## config.mk

```make
export PLATFORM = sky130hd
export DESIGN_NAME = aib_adapt_tx_top
export DESIGN_NICKNAME = d
export VERILOG_FILES = /design/src/source/aib_adapt_pkg.sv /design/src/source/aib_tx_fifo_if.sv /design/src/source/aib_adapttxdp_reg.sv /design/src/source/aib_adapttxdp_txdp.sv /design/src/source/aib_adapt_txchnl.sv /design/src/source/aib_adapt_tx_top.sv
export SDC_FILE = /design/constraint.sdc
export NUM_CORES = 1
export LEC_CHECK = 0
export BUFFER_PORTS_ARGS = -buffer_cell sky130_fd_sc_hd__buf_2
export CORE_UTILIZATION = 35
export DETAILED_ROUTE_END_ITERATION = 7
export GPL_TIMING_DRIVEN = 0
export SETUP_SLACK_MARGIN = 0.2
export SKIP_LAST_GASP = 1
export SYNTH_ARGS = -nofsm -noshare
export SYNTH_HDL_FRONTEND = slang
export SYNTH_SLANG_ARGS = --single-unit
```

## constraint.sdc

```tcl
create_clock -name m_ns_fwd_clk -period 2.55 [get_ports m_ns_fwd_clk]
set_input_delay 0.6375 -clock m_ns_fwd_clk [delete_from_list [all_inputs] [get_ports m_ns_fwd_clk]]
set_output_delay 0.6375 -clock m_ns_fwd_clk [all_outputs]
set_load 0.03 [all_outputs]
```

## src/source/aib_adapt_pkg.sv

```systemverilog
// -------------------------------------------------------------------------
// Widths, FIFO depth and mode encodings shared by the transmit channel.
// Referenced by scoped name from every block of the design.
// -------------------------------------------------------------------------
`default_nettype none

package aib_adapt_pkg;

  // Transmit word
  localparam int DATA_W      = 40;

  // Phase-compensation FIFO geometry
  localparam int FIFO_DEPTH  = 8;
  localparam int ADDR_W      = 3;   // Wraps naturally at FIFO_DEPTH
  localparam int COUNT_W     = 4;   // Holds 0 .. FIFO_DEPTH

  // Read-delay setting, 0 to 7 extra cycles
  localparam int RD_DELAY_W  = 3;

  // Flops per reset synchronizer
  localparam int SYNC_STAGES = 2;

  typedef logic [DATA_W-1:0] word_t;

  // FIFO mode, 01 and 10 behave like phase compensation
  typedef enum logic [1:0] {
    TX_FIFO_PHCOMP = 2'b00,
    TX_FIFO_REG    = 2'b11
  } tx_fifo_mode_e;

  // Loopback selection
  typedef enum logic [1:0] {
    TX_LPBK_NONE   = 2'b00,   // Fabric data to AIB
    TX_LPBK_2      = 2'b01,   // AIB receive word straight back
    TX_LPBK_3_REG  = 2'b10,   // Receive register word into register path
    TX_LPBK_3_FIFO = 2'b11    // Receive FIFO word into FIFO path
  } tx_lpbk_mode_e;

endpackage

`default_nettype wire

```

## src/source/aib_tx_fifo_if.sv

```systemverilog
// -------------------------------------------------------------------------
// FIFO path output bundle, read word plus status, towards the channel block
// -------------------------------------------------------------------------
`timescale 1ns/1ps
`default_nettype none

interface aib_tx_fifo_if;

  aib_adapt_pkg::word_t fifo_dout;     // Registered read word
  logic                 fifo_empty;    // No entry written yet
  logic                 fifo_full;     // Fill count at FIFO_DEPTH
  logic                 tx_fifo_ready; // Read side running

  // Driven by the FIFO path
  modport source (
    output fifo_dout,
    output fifo_empty,
    output fifo_full,
    output tx_fifo_ready
  );

  // Consumed by the channel block
  modport sink (
    input fifo_dout,
    input fifo_empty,
    input fifo_full,
    input tx_fifo_ready
  );

endinterface

`default_nettype wire

```

## src/source/aib_adapttxdp_reg.sv

```systemverilog
// -------------------------------------------------------------------------
// Register-mode transmit path, one retiming flop stage on the read clock
// -------------------------------------------------------------------------
`timescale 1ns/1ps
`default_nettype none

module aib_adapttxdp_reg (
  input  logic                         m_ns_fwd_clk,
  input  logic                         txrd_rstn,      // Synchronized read reset
  input  aib_adapt_pkg::tx_fifo_mode_e r_tx_fifo_mode,
  input  aib_adapt_pkg::word_t         reg_din,        // Fabric or loopback word
  output aib_adapt_pkg::word_t         reg_dout
);

  logic                 reg_mode;
  aib_adapt_pkg::word_t reg_q;

  assign reg_mode = (r_tx_fifo_mode == aib_adapt_pkg::TX_FIFO_REG);

  // Single stage
  // Outside register mode the flops load zero and stay quiet
  always_ff @(posedge m_ns_fwd_clk or negedge txrd_rstn) begin
    if (!txrd_rstn) begin
      reg_q <= '0;
    end else if (reg_mode) begin
      reg_q <= reg_din;
    end else begin
      reg_q <= '0;
    end
  end

  assign reg_dout = reg_q;

endmodule

`default_nettype wire

```

## src/source/aib_adapttxdp_txdp.sv

```systemverilog
// -------------------------------------------------------------------------
// Phase-compensation FIFO path. Writes every cycle out of reset, starts
// reading once the fill count reaches the read delay plus one.
// -------------------------------------------------------------------------
`timescale 1ns/1ps
`default_nettype none

module aib_adapttxdp_txdp (
  input  logic                                 m_ns_fwd_clk,
  input  logic                                 txwr_rstn,      // Write-side reset
  input  logic                                 txrd_rstn,      // Read-side reset
  input  logic [aib_adapt_pkg::RD_DELAY_W-1:0] r_tx_phcomp_rd_delay,
  input  aib_adapt_pkg::word_t                 fifo_din,
  aib_tx_fifo_if.source                        fifo
);

  // Storage
  aib_adapt_pkg::word_t mem [aib_adapt_pkg::FIFO_DEPTH];

  // Pointers and occupancy
  logic [aib_adapt_pkg::ADDR_W-1:0]  wr_ptr;
  logic [aib_adapt_pkg::ADDR_W-1:0]  rd_ptr;
  logic [aib_adapt_pkg::COUNT_W-1:0] fill_cnt;
  logic [aib_adapt_pkg::COUNT_W-1:0] start_lvl;

  // Control
  logic                 wr_en;
  logic                 rd_en;
  logic                 rd_started;
  aib_adapt_pkg::word_t rd_word;

  // Fill level at which reading begins, delay + 1 (1 .. 8)
  assign start_lvl = {1'b0, r_tx_phcomp_rd_delay} + 1'b1;

  // No back-pressure, the fabric side writes every cycle out of reset
  assign wr_en = txwr_rstn;

  // Once started, one read per cycle keeps the level fixed
  assign rd_en = txrd_rstn & (rd_started | (fill_cnt >= start_lvl));

  always_ff @(posedge m_ns_fwd_clk) begin
    if (wr_en) begin
      mem[wr_ptr] <= fifo_din;
    end
  end

  // Write pointer
  always_ff @(posedge m_ns_fwd_clk or negedge txwr_rstn) begin
    if (!txwr_rstn) begin
      wr_ptr <= '0;
    end else if (wr_en) begin
      wr_ptr <= wr_ptr + 1'b1;
    end
  end

  // Occupancy tracks writes minus reads
  always_ff @(posedge m_ns_fwd_clk or negedge txwr_rstn) begin
    if (!txwr_rstn) begin
      fill_cnt <= '0;
    end else begin
      case ({wr_en, rd_en})
        2'b10:   fill_cnt <= fill_cnt + 1'b1;
        2'b01:   fill_cnt <= fill_cnt - 1'b1;
        default: fill_cnt <= fill_cnt;   // Both or neither
      endcase
    end
  end

  // Read side, registered word
  always_ff @(posedge m_ns_fwd_clk or negedge txrd_rstn) begin
    if (!txrd_rstn) begin
      rd_ptr     <= '0;
      rd_started <= 1'b0;
      rd_word    <= '0;
    end else if (rd_en) begin
      rd_ptr     <= rd_ptr + 1'b1;
      rd_started <= 1'b1;              // Sticky until reset
      rd_word    <= mem[rd_ptr];
    end
  end

  // Status towards the channel block
  assign fifo.fifo_dout     = rd_word;
  assign fifo.tx_fifo_ready = rd_started;
  assign fifo.fifo_empty    = (fill_cnt == '0);
  assign fifo.fifo_full     = (fill_cnt == aib_adapt_pkg::FIFO_DEPTH);  // Delay 7 only

endmodule

`default_nettype wire

```

## src/source/aib_adapt_txchnl.sv

```systemverilog
// -------------------------------------------------------------------------
// Channel control. Loopback decode, path input steering, reset
// synchronizers and final output word selection.
// -------------------------------------------------------------------------
`timescale 1ns/1ps
`default_nettype none

module aib_adapt_txchnl (
  input  logic                         m_ns_fwd_clk,
  input  logic                         arst_n,
  input  aib_adapt_pkg::tx_fifo_mode_e r_tx_fifo_mode,
  input  aib_adapt_pkg::tx_lpbk_mode_e r_tx_adapter_lpbk_mode,
  input  aib_adapt_pkg::word_t         data_in,          // From fabric
  input  aib_adapt_pkg::word_t         rx_reg_dout,      // Rx register loopback
  input  aib_adapt_pkg::word_t         rx_fifo_data_out, // Rx FIFO loopback
  input  aib_adapt_pkg::word_t         din,              // Rx AIB io loopback
  input  aib_adapt_pkg::word_t         reg_dout,
  aib_tx_fifo_if.sink                  fifo,
  output aib_adapt_pkg::word_t         reg_din,
  output aib_adapt_pkg::word_t         fifo_din,
  output logic                         txwr_rstn,
  output logic                         txrd_rstn,
  output aib_adapt_pkg::word_t         dout,
  output logic                         tx_fifo_ready,
  output logic                         fifo_empty,
  output logic                         fifo_full
);

  logic loopback2;
  logic loopback3_reg;
  logic loopback3_fifo;

  // Reset synchronizer chains, bit 0 first
  logic [aib_adapt_pkg::SYNC_STAGES-1:0] txwr_sync;
  logic [aib_adapt_pkg::SYNC_STAGES-1:0] txrd_sync;

  // Loopback decode
  always_comb begin
    loopback2      = 1'b0;
    loopback3_reg  = 1'b0;
    loopback3_fifo = 1'b0;
    case (r_tx_adapter_lpbk_mode)
      aib_adapt_pkg::TX_LPBK_NONE:   loopback2 = 1'b0;
      aib_adapt_pkg::TX_LPBK_2:      loopback2 = 1'b1;
      aib_adapt_pkg::TX_LPBK_3_REG:  loopback3_reg = 1'b1;
      aib_adapt_pkg::TX_LPBK_3_FIFO: loopback3_fifo = 1'b1;
      default:                       loopback2 = 1'b0;
    endcase
  end

  // Path inputs
  assign reg_din  = loopback3_reg  ? rx_reg_dout      : data_in;
  assign fifo_din = loopback3_fifo ? rx_fifo_data_out : data_in;

  // Assert at once on arst_n, release on the second clock edge
  always_ff @(posedge m_ns_fwd_clk or negedge arst_n) begin
    if (!arst_n) begin
      txwr_sync <= '0;
      txrd_sync <= '0;
    end else begin
      txwr_sync <= {txwr_sync[aib_adapt_pkg::SYNC_STAGES-2:0], 1'b1};
      txrd_sync <= {txrd_sync[aib_adapt_pkg::SYNC_STAGES-2:0], 1'b1};
    end
  end

  assign txwr_rstn = txwr_sync[aib_adapt_pkg::SYNC_STAGES-1];
  assign txrd_rstn = txrd_sync[aib_adapt_pkg::SYNC_STAGES-1];

  // Output word, loopback 2 wins, then register mode, then FIFO once ready
  always_comb begin
    if (loopback2) begin
      dout = din;
    end else if (r_tx_fifo_mode == aib_adapt_pkg::TX_FIFO_REG) begin
      dout = reg_dout;
    end else if (fifo.tx_fifo_ready) begin
      dout = fifo.fifo_dout;
    end else begin
      dout = '0;                        // FIFO still filling
    end
  end

  // FIFO status to the pins
  assign tx_fifo_ready = fifo.tx_fifo_ready;
  assign fifo_empty    = fifo.fifo_empty;
  assign fifo_full     = fifo.fifo_full;

endmodule

`default_nettype wire

```

## src/source/aib_adapt_tx_top.sv

```systemverilog
// -------------------------------------------------------------------------
// Transmit channel top. Connects channel control, register path and FIFO
// path. Mode inputs are plain vectors, cast to enumerations at instances.
// -------------------------------------------------------------------------
`timescale 1ns/1ps
`default_nettype none

module aib_adapt_tx_top (
  input  logic                                 m_ns_fwd_clk,
  input  logic                                 arst_n,
  input  logic [aib_adapt_pkg::DATA_W-1:0]     data_in,
  input  logic [aib_adapt_pkg::DATA_W-1:0]     rx_reg_dout,
  input  logic [aib_adapt_pkg::DATA_W-1:0]     rx_fifo_data_out,
  input  logic [aib_adapt_pkg::DATA_W-1:0]     din,
  input  logic [1:0]                           r_tx_fifo_mode,
  input  logic [1:0]                           r_tx_adapter_lpbk_mode,
  input  logic [aib_adapt_pkg::RD_DELAY_W-1:0] r_tx_phcomp_rd_delay,
  output logic [aib_adapt_pkg::DATA_W-1:0]     dout,
  output logic                                 tx_fifo_ready,
  output logic                                 fifo_empty,
  output logic                                 fifo_full
);

  aib_adapt_pkg::word_t reg_din;
  aib_adapt_pkg::word_t reg_dout;
  aib_adapt_pkg::word_t fifo_din;
  logic                 txwr_rstn;
  logic                 txrd_rstn;

  aib_tx_fifo_if fifo_if ();

  aib_adapt_txchnl txchnl (
    .m_ns_fwd_clk           (m_ns_fwd_clk),
    .arst_n                 (arst_n),
    .r_tx_fifo_mode         (aib_adapt_pkg::tx_fifo_mode_e'(r_tx_fifo_mode)),
    .r_tx_adapter_lpbk_mode (aib_adapt_pkg::tx_lpbk_mode_e'(r_tx_adapter_lpbk_mode)),
    .data_in                (data_in),
    .rx_reg_dout            (rx_reg_dout),
    .rx_fifo_data_out       (rx_fifo_data_out),
    .din                    (din),
    .reg_dout               (reg_dout),
    .fifo                   (fifo_if.sink),
    .reg_din                (reg_din),
    .fifo_din               (fifo_din),
    .txwr_rstn              (txwr_rstn),
    .txrd_rstn              (txrd_rstn),
    .dout                   (dout),
    .tx_fifo_ready          (tx_fifo_ready),
    .fifo_empty             (fifo_empty),
    .fifo_full              (fifo_full)
  );

  // Register-mode path
  aib_adapttxdp_reg txdp_reg (
    .m_ns_fwd_clk   (m_ns_fwd_clk),
    .txrd_rstn      (txrd_rstn),
    .r_tx_fifo_mode (aib_adapt_pkg::tx_fifo_mode_e'(r_tx_fifo_mode)),
    .reg_din        (reg_din),
    .reg_dout       (reg_dout)
  );

  // Phase-compensation FIFO path
  aib_adapttxdp_txdp tx_datapath (
    .m_ns_fwd_clk         (m_ns_fwd_clk),
    .txwr_rstn            (txwr_rstn),
    .txrd_rstn            (txrd_rstn),
    .r_tx_phcomp_rd_delay (r_tx_phcomp_rd_delay),
    .fifo_din             (fifo_din),
    .fifo                 (fifo_if.source)
  );

endmodule

`default_nettype wire

```

==> impl_metrics.json <==
{
  "yosysTopAreaCell": "edfxtp_1",
  "ff2ff_setup_slack_ns": 0.25,
  "r2r_cells": 5,
  "clock_path_buffers": 3,
  "rows": 81,
  "drt_pre_antenna_iters": 5,
  "numCtsBuffers": 45,
  "cpPeakStageDelay_ns": 0.42,
  "stdcell_area_mm2": 0.0221,
  "crit_chain": "buf_8 -> buf_12 -> clkbuf_16 -> and3_4 -> a21oi_2 -> o21ai_1 -> buf_4",
  "grt_pass1_vias": 10358,
  "synth-compound-area-share_pct": 3.76,
  "status": "complete, no violations",
  "first_iter_violations": 664,
  "root_buffer": "clkbuf_16",
  "syn_inst": 1021,
  "netlist_area_mm2": 0.0176,
  "clock_latency_ns": 0.54,
  "yosys.area_share.simple_pct": 4.88,
  "yosysSeqAreaShare_pct": 68.0,
  "yosys.area.top_type_share_pct": 54.7,
  "fp.dieArea_mm2": 0.0511,
  "grt.busiest_layer": "met2",
  "grt_util_met1_pct": 22.7,
  "drt-total-wl_um": 45200,
  "setup.worst_path.start": "tx_datapath.fifo.tx_fifo_ready",
  "finClkSkew_ns": 0.0135,
  "wl_per_cell_um": 22.5,
  "syn-num-nets": 1200,
  "drt.antenna.violating_nets": 0,
  "dpl.hpwl_um": 29000,
  "power_density_mw_per_mm2": 996,
  "core_area_mm2": 0.0493,
  "max_cap_viol_count": 0,
  "fin_nets": 1496,
  "path_clk_slew_ns": 0.06,
  "grt.met3_usage_pct": 3.06,
  "start_kind": "flop",
  "grtUsageMet2_pct": 30.6,
  "dr_total_vias": 10121,
  "timing.rr.end": "tx_datapath.fifo.fifo_dout[15]",
  "grt.total_usage_pct": 17.6,
  "tightestPinTransition_ns": 0.989,
  "maxSlewHeadroom_pct": 34.1,
  "synth_top_family_by_area": "multiplexers",
  "place.gp.congestion": 0.737,
  "synthArstFlopShare_pct": 22.5,
  "yosysWarningCount": 0,
  "p_leak_nw": 8.36,
  "drc": 0,
  "synth.area.top_cells": "edfxtp_1 55%, dfrtp_1 13%, mux4_1 9.7%",
  "antenna_found_initial": 1,
  "min_period_over_period_pct": 99.0,
  "layout-drive-gt1-share_pct": 42.6,
  "crit_path_top_delay_cell": "dfrtp_2",
  "end_kind": "output port",
  "rsz0062_at_grt": "true",
  "grt_pass1_wl_um": 64800,
  "fill_cells": 4303,
  "min_period_ns": 2.52,
  "path_delay_family": "buffers and inverters",
  "synth_edf_count": 320,
  "synth_ff_type": "edfxtp_1",
  "die_w_um": 226,
  "initial_core_util_pct": 35.6,
  "crit_type": "flop to output port",
  "synthDistinctLibCells": 35,
  "yosysMostFrequentCell": "edfxtp_1",
  "endpoint": "dout[31]",
  "muxShareOfSynthArea_pct": 20.2,
  "viasPerCell": 5.03,
  "grt_max_degree": 47,
  "grt_overflow": 0,
  "setup_viol": 0,
  "ios": 212,
  "worstPathRequired_ns": 1.91,
  "drv_slew": 0,
  "synthToLayoutAreaGrowth_pct": 26.0,
  "crit_cells": 7,
  "final_util_pct": 44.9,
  "place.port_buffers": 211,
  "cts-htree-levels": 2,
  "die_h_um": 226,
  "critical_path_buf_inv_count": 4,
  "avgSynthCellArea_um2": 17.2,
  "diodes": 0,
  "cts_tree": "yes",
  "yosys.area_share.adder_pct": 0.713,
  "r2r-start": "tx_datapath.rd_ptr[1]",
  "critPathArrivalTime_ns": 1.89,
  "crit_fanout": 5,
  "finalHoldViolations": 0,
  "synth_xor_area_share_pct": 0.399,
  "synth_seq_cells": 413,
  "dpl_cell_area_mm2": 0.0199,
  "ys_top_cells_by_count": "320 x edfxtp_1, 126 x nand2_1, 98 x mux2_2, 93 x dfrtp_1, 81 x a21oi_1",
  "clkSinkCount": 413,
  "hold_class": "flop to async pin",
  "fmax_ghz": 0.396,
  "vdd_ir_drop_max_uv": 431
}
logic make-up (layout without fill, tap and decap cells):
| kind of cell | Yosys count | in the layout |
|---|---|---|
| flops | 413 | 413 |
| other cells | 2 | 2 |
| compound gates | 125 | 125 |
| buf+inv | 70 | 395 |
| mux | 204 | 204 |
| xor+xnor | 8 | 8 |
| simple gates | 189 | 192 |
| fa+ha+maj | 10 | 10 |
what timing repair did:
item | 4_1_cts | 5_1_grt
buffers inserted | 16 | 1
pin swaps | 16 | 9
hold buffers | 1 | 0
endpoints found under the hold margin | 2 | 0
resized for setup | 144 | 46
cloned | 5 | 2
setup endpoints to repair | 405 | 48
final cells by class:
class / count / area, µm² / share of cell area, %
plain buffers: 66 / 572 / 2.59
clock buffers: 59 / 1190 / 5.38
clock inverters: 20 / 104 / 0.470
inverters: 4 / 15.0 / 0.0679
multi-input cells: 541 / 5700 / 25.8
flip-flops and latches: 413 / 11900 / 54.0
well taps: 664 / 831 / 3.76
repair buffers: 246 / 1760 / 7.97
through the flow:
stage,setup WS (ns),std cells,hold WS (ns),total power [mW],setup TNS [ns]
finish,0.0254,2013,0.315,22.0,0
global route,-0.0296,2013,0.334,23.0,-0.153
CTS,-0.0223,2010,0.308,22.1,-0.0223
detailed placement,-0.928,1909,0.340,15.9,-212.35
global placement,-1.77,1896,0.337,15.5,-414.82
floorplan,-0.347,1021,0.331,13.8,-26.51
sequential cells by signal (all words and copies together), names as in the netlist:
| signal | flops |
|---|---|
| tx_datapath.fifo.fifo_dout | 40 |
| txchnl.txwr_sync | 1 |
| tx_datapath.wr_ptr | 3 |
| tx_datapath.fill_cnt | 4 |
| tx_datapath.mem | 320 |
| tx_datapath.fifo.tx_fifo_ready | 1 |
| txchnl.txrd_sync | 1 |
| txdp_reg.reg_dout | 40 |
| tx_datapath.rd_ptr | 3 |
worst reg2reg max path, stage by stage, from the launching register on:
cell and delay [ns]:
dfrtp_1 0.35, clkbuf_1 0.47, clkbuf_2 0.47, mux4_2 0.37, mux2_2 0.27, mux2_4 0.26
layout by cell type (no fill, tap or decap), types with 20 or more instances in the layout:
master | synthesis | layout
a21oi_1 | 81 | 43
a21oi_2 | 0 | 35
and3_4 | 0 | 23
buf_2 | 1 | 173
buf_4 | 3 | 44
buf_6 | 11 | 20
clkbuf_1 | 50 | 33
clkbuf_16 | 0 | 50
dfrtp_1 | 93 | 91
edfxtp_1 | 320 | 320
mux2_2 | 98 | 97
mux2_4 | 26 | 27
mux4_1 | 65 | 65
nand2_1 | 126 | 124
o21ai_1 | 0 | 38
report_power, final:
part           switching (mW)  total, mW  internal, mW
combinational            3.52       7.21          3.69
sequential              0.459       9.01          8.55
clock                    2.54       5.81          3.27
total                    6.52       22.0          15.5
worst min path at each step:
stage	from	end
final	txchnl.txrd_sync[1]	tx_datapath.fifo.fifo_dout[38]
after detailed placement	txchnl.txwr_sync[0]	txchnl.txrd_sync[1]
after floorplan	txchnl.txwr_sync[0]	txchnl.txrd_sync[1]
after CTS	rx_reg_dout[17]	txdp_reg.reg_dout[17]
after global routing	txchnl.txrd_sync[1]	txdp_reg.reg_dout[36]
after global placement	txchnl.txwr_sync[0]	txchnl.txrd_sync[1]
routing by layer:
layer / vias to the layer above / wire [µm]
li1: 4587 / -
met1: 5174 / 19000
met4: 2 / 800
met2: 301 / 22900
met3: 57 / 2450
met5: - / 10
No activity file was read; power rests on OpenSTA's default activity.
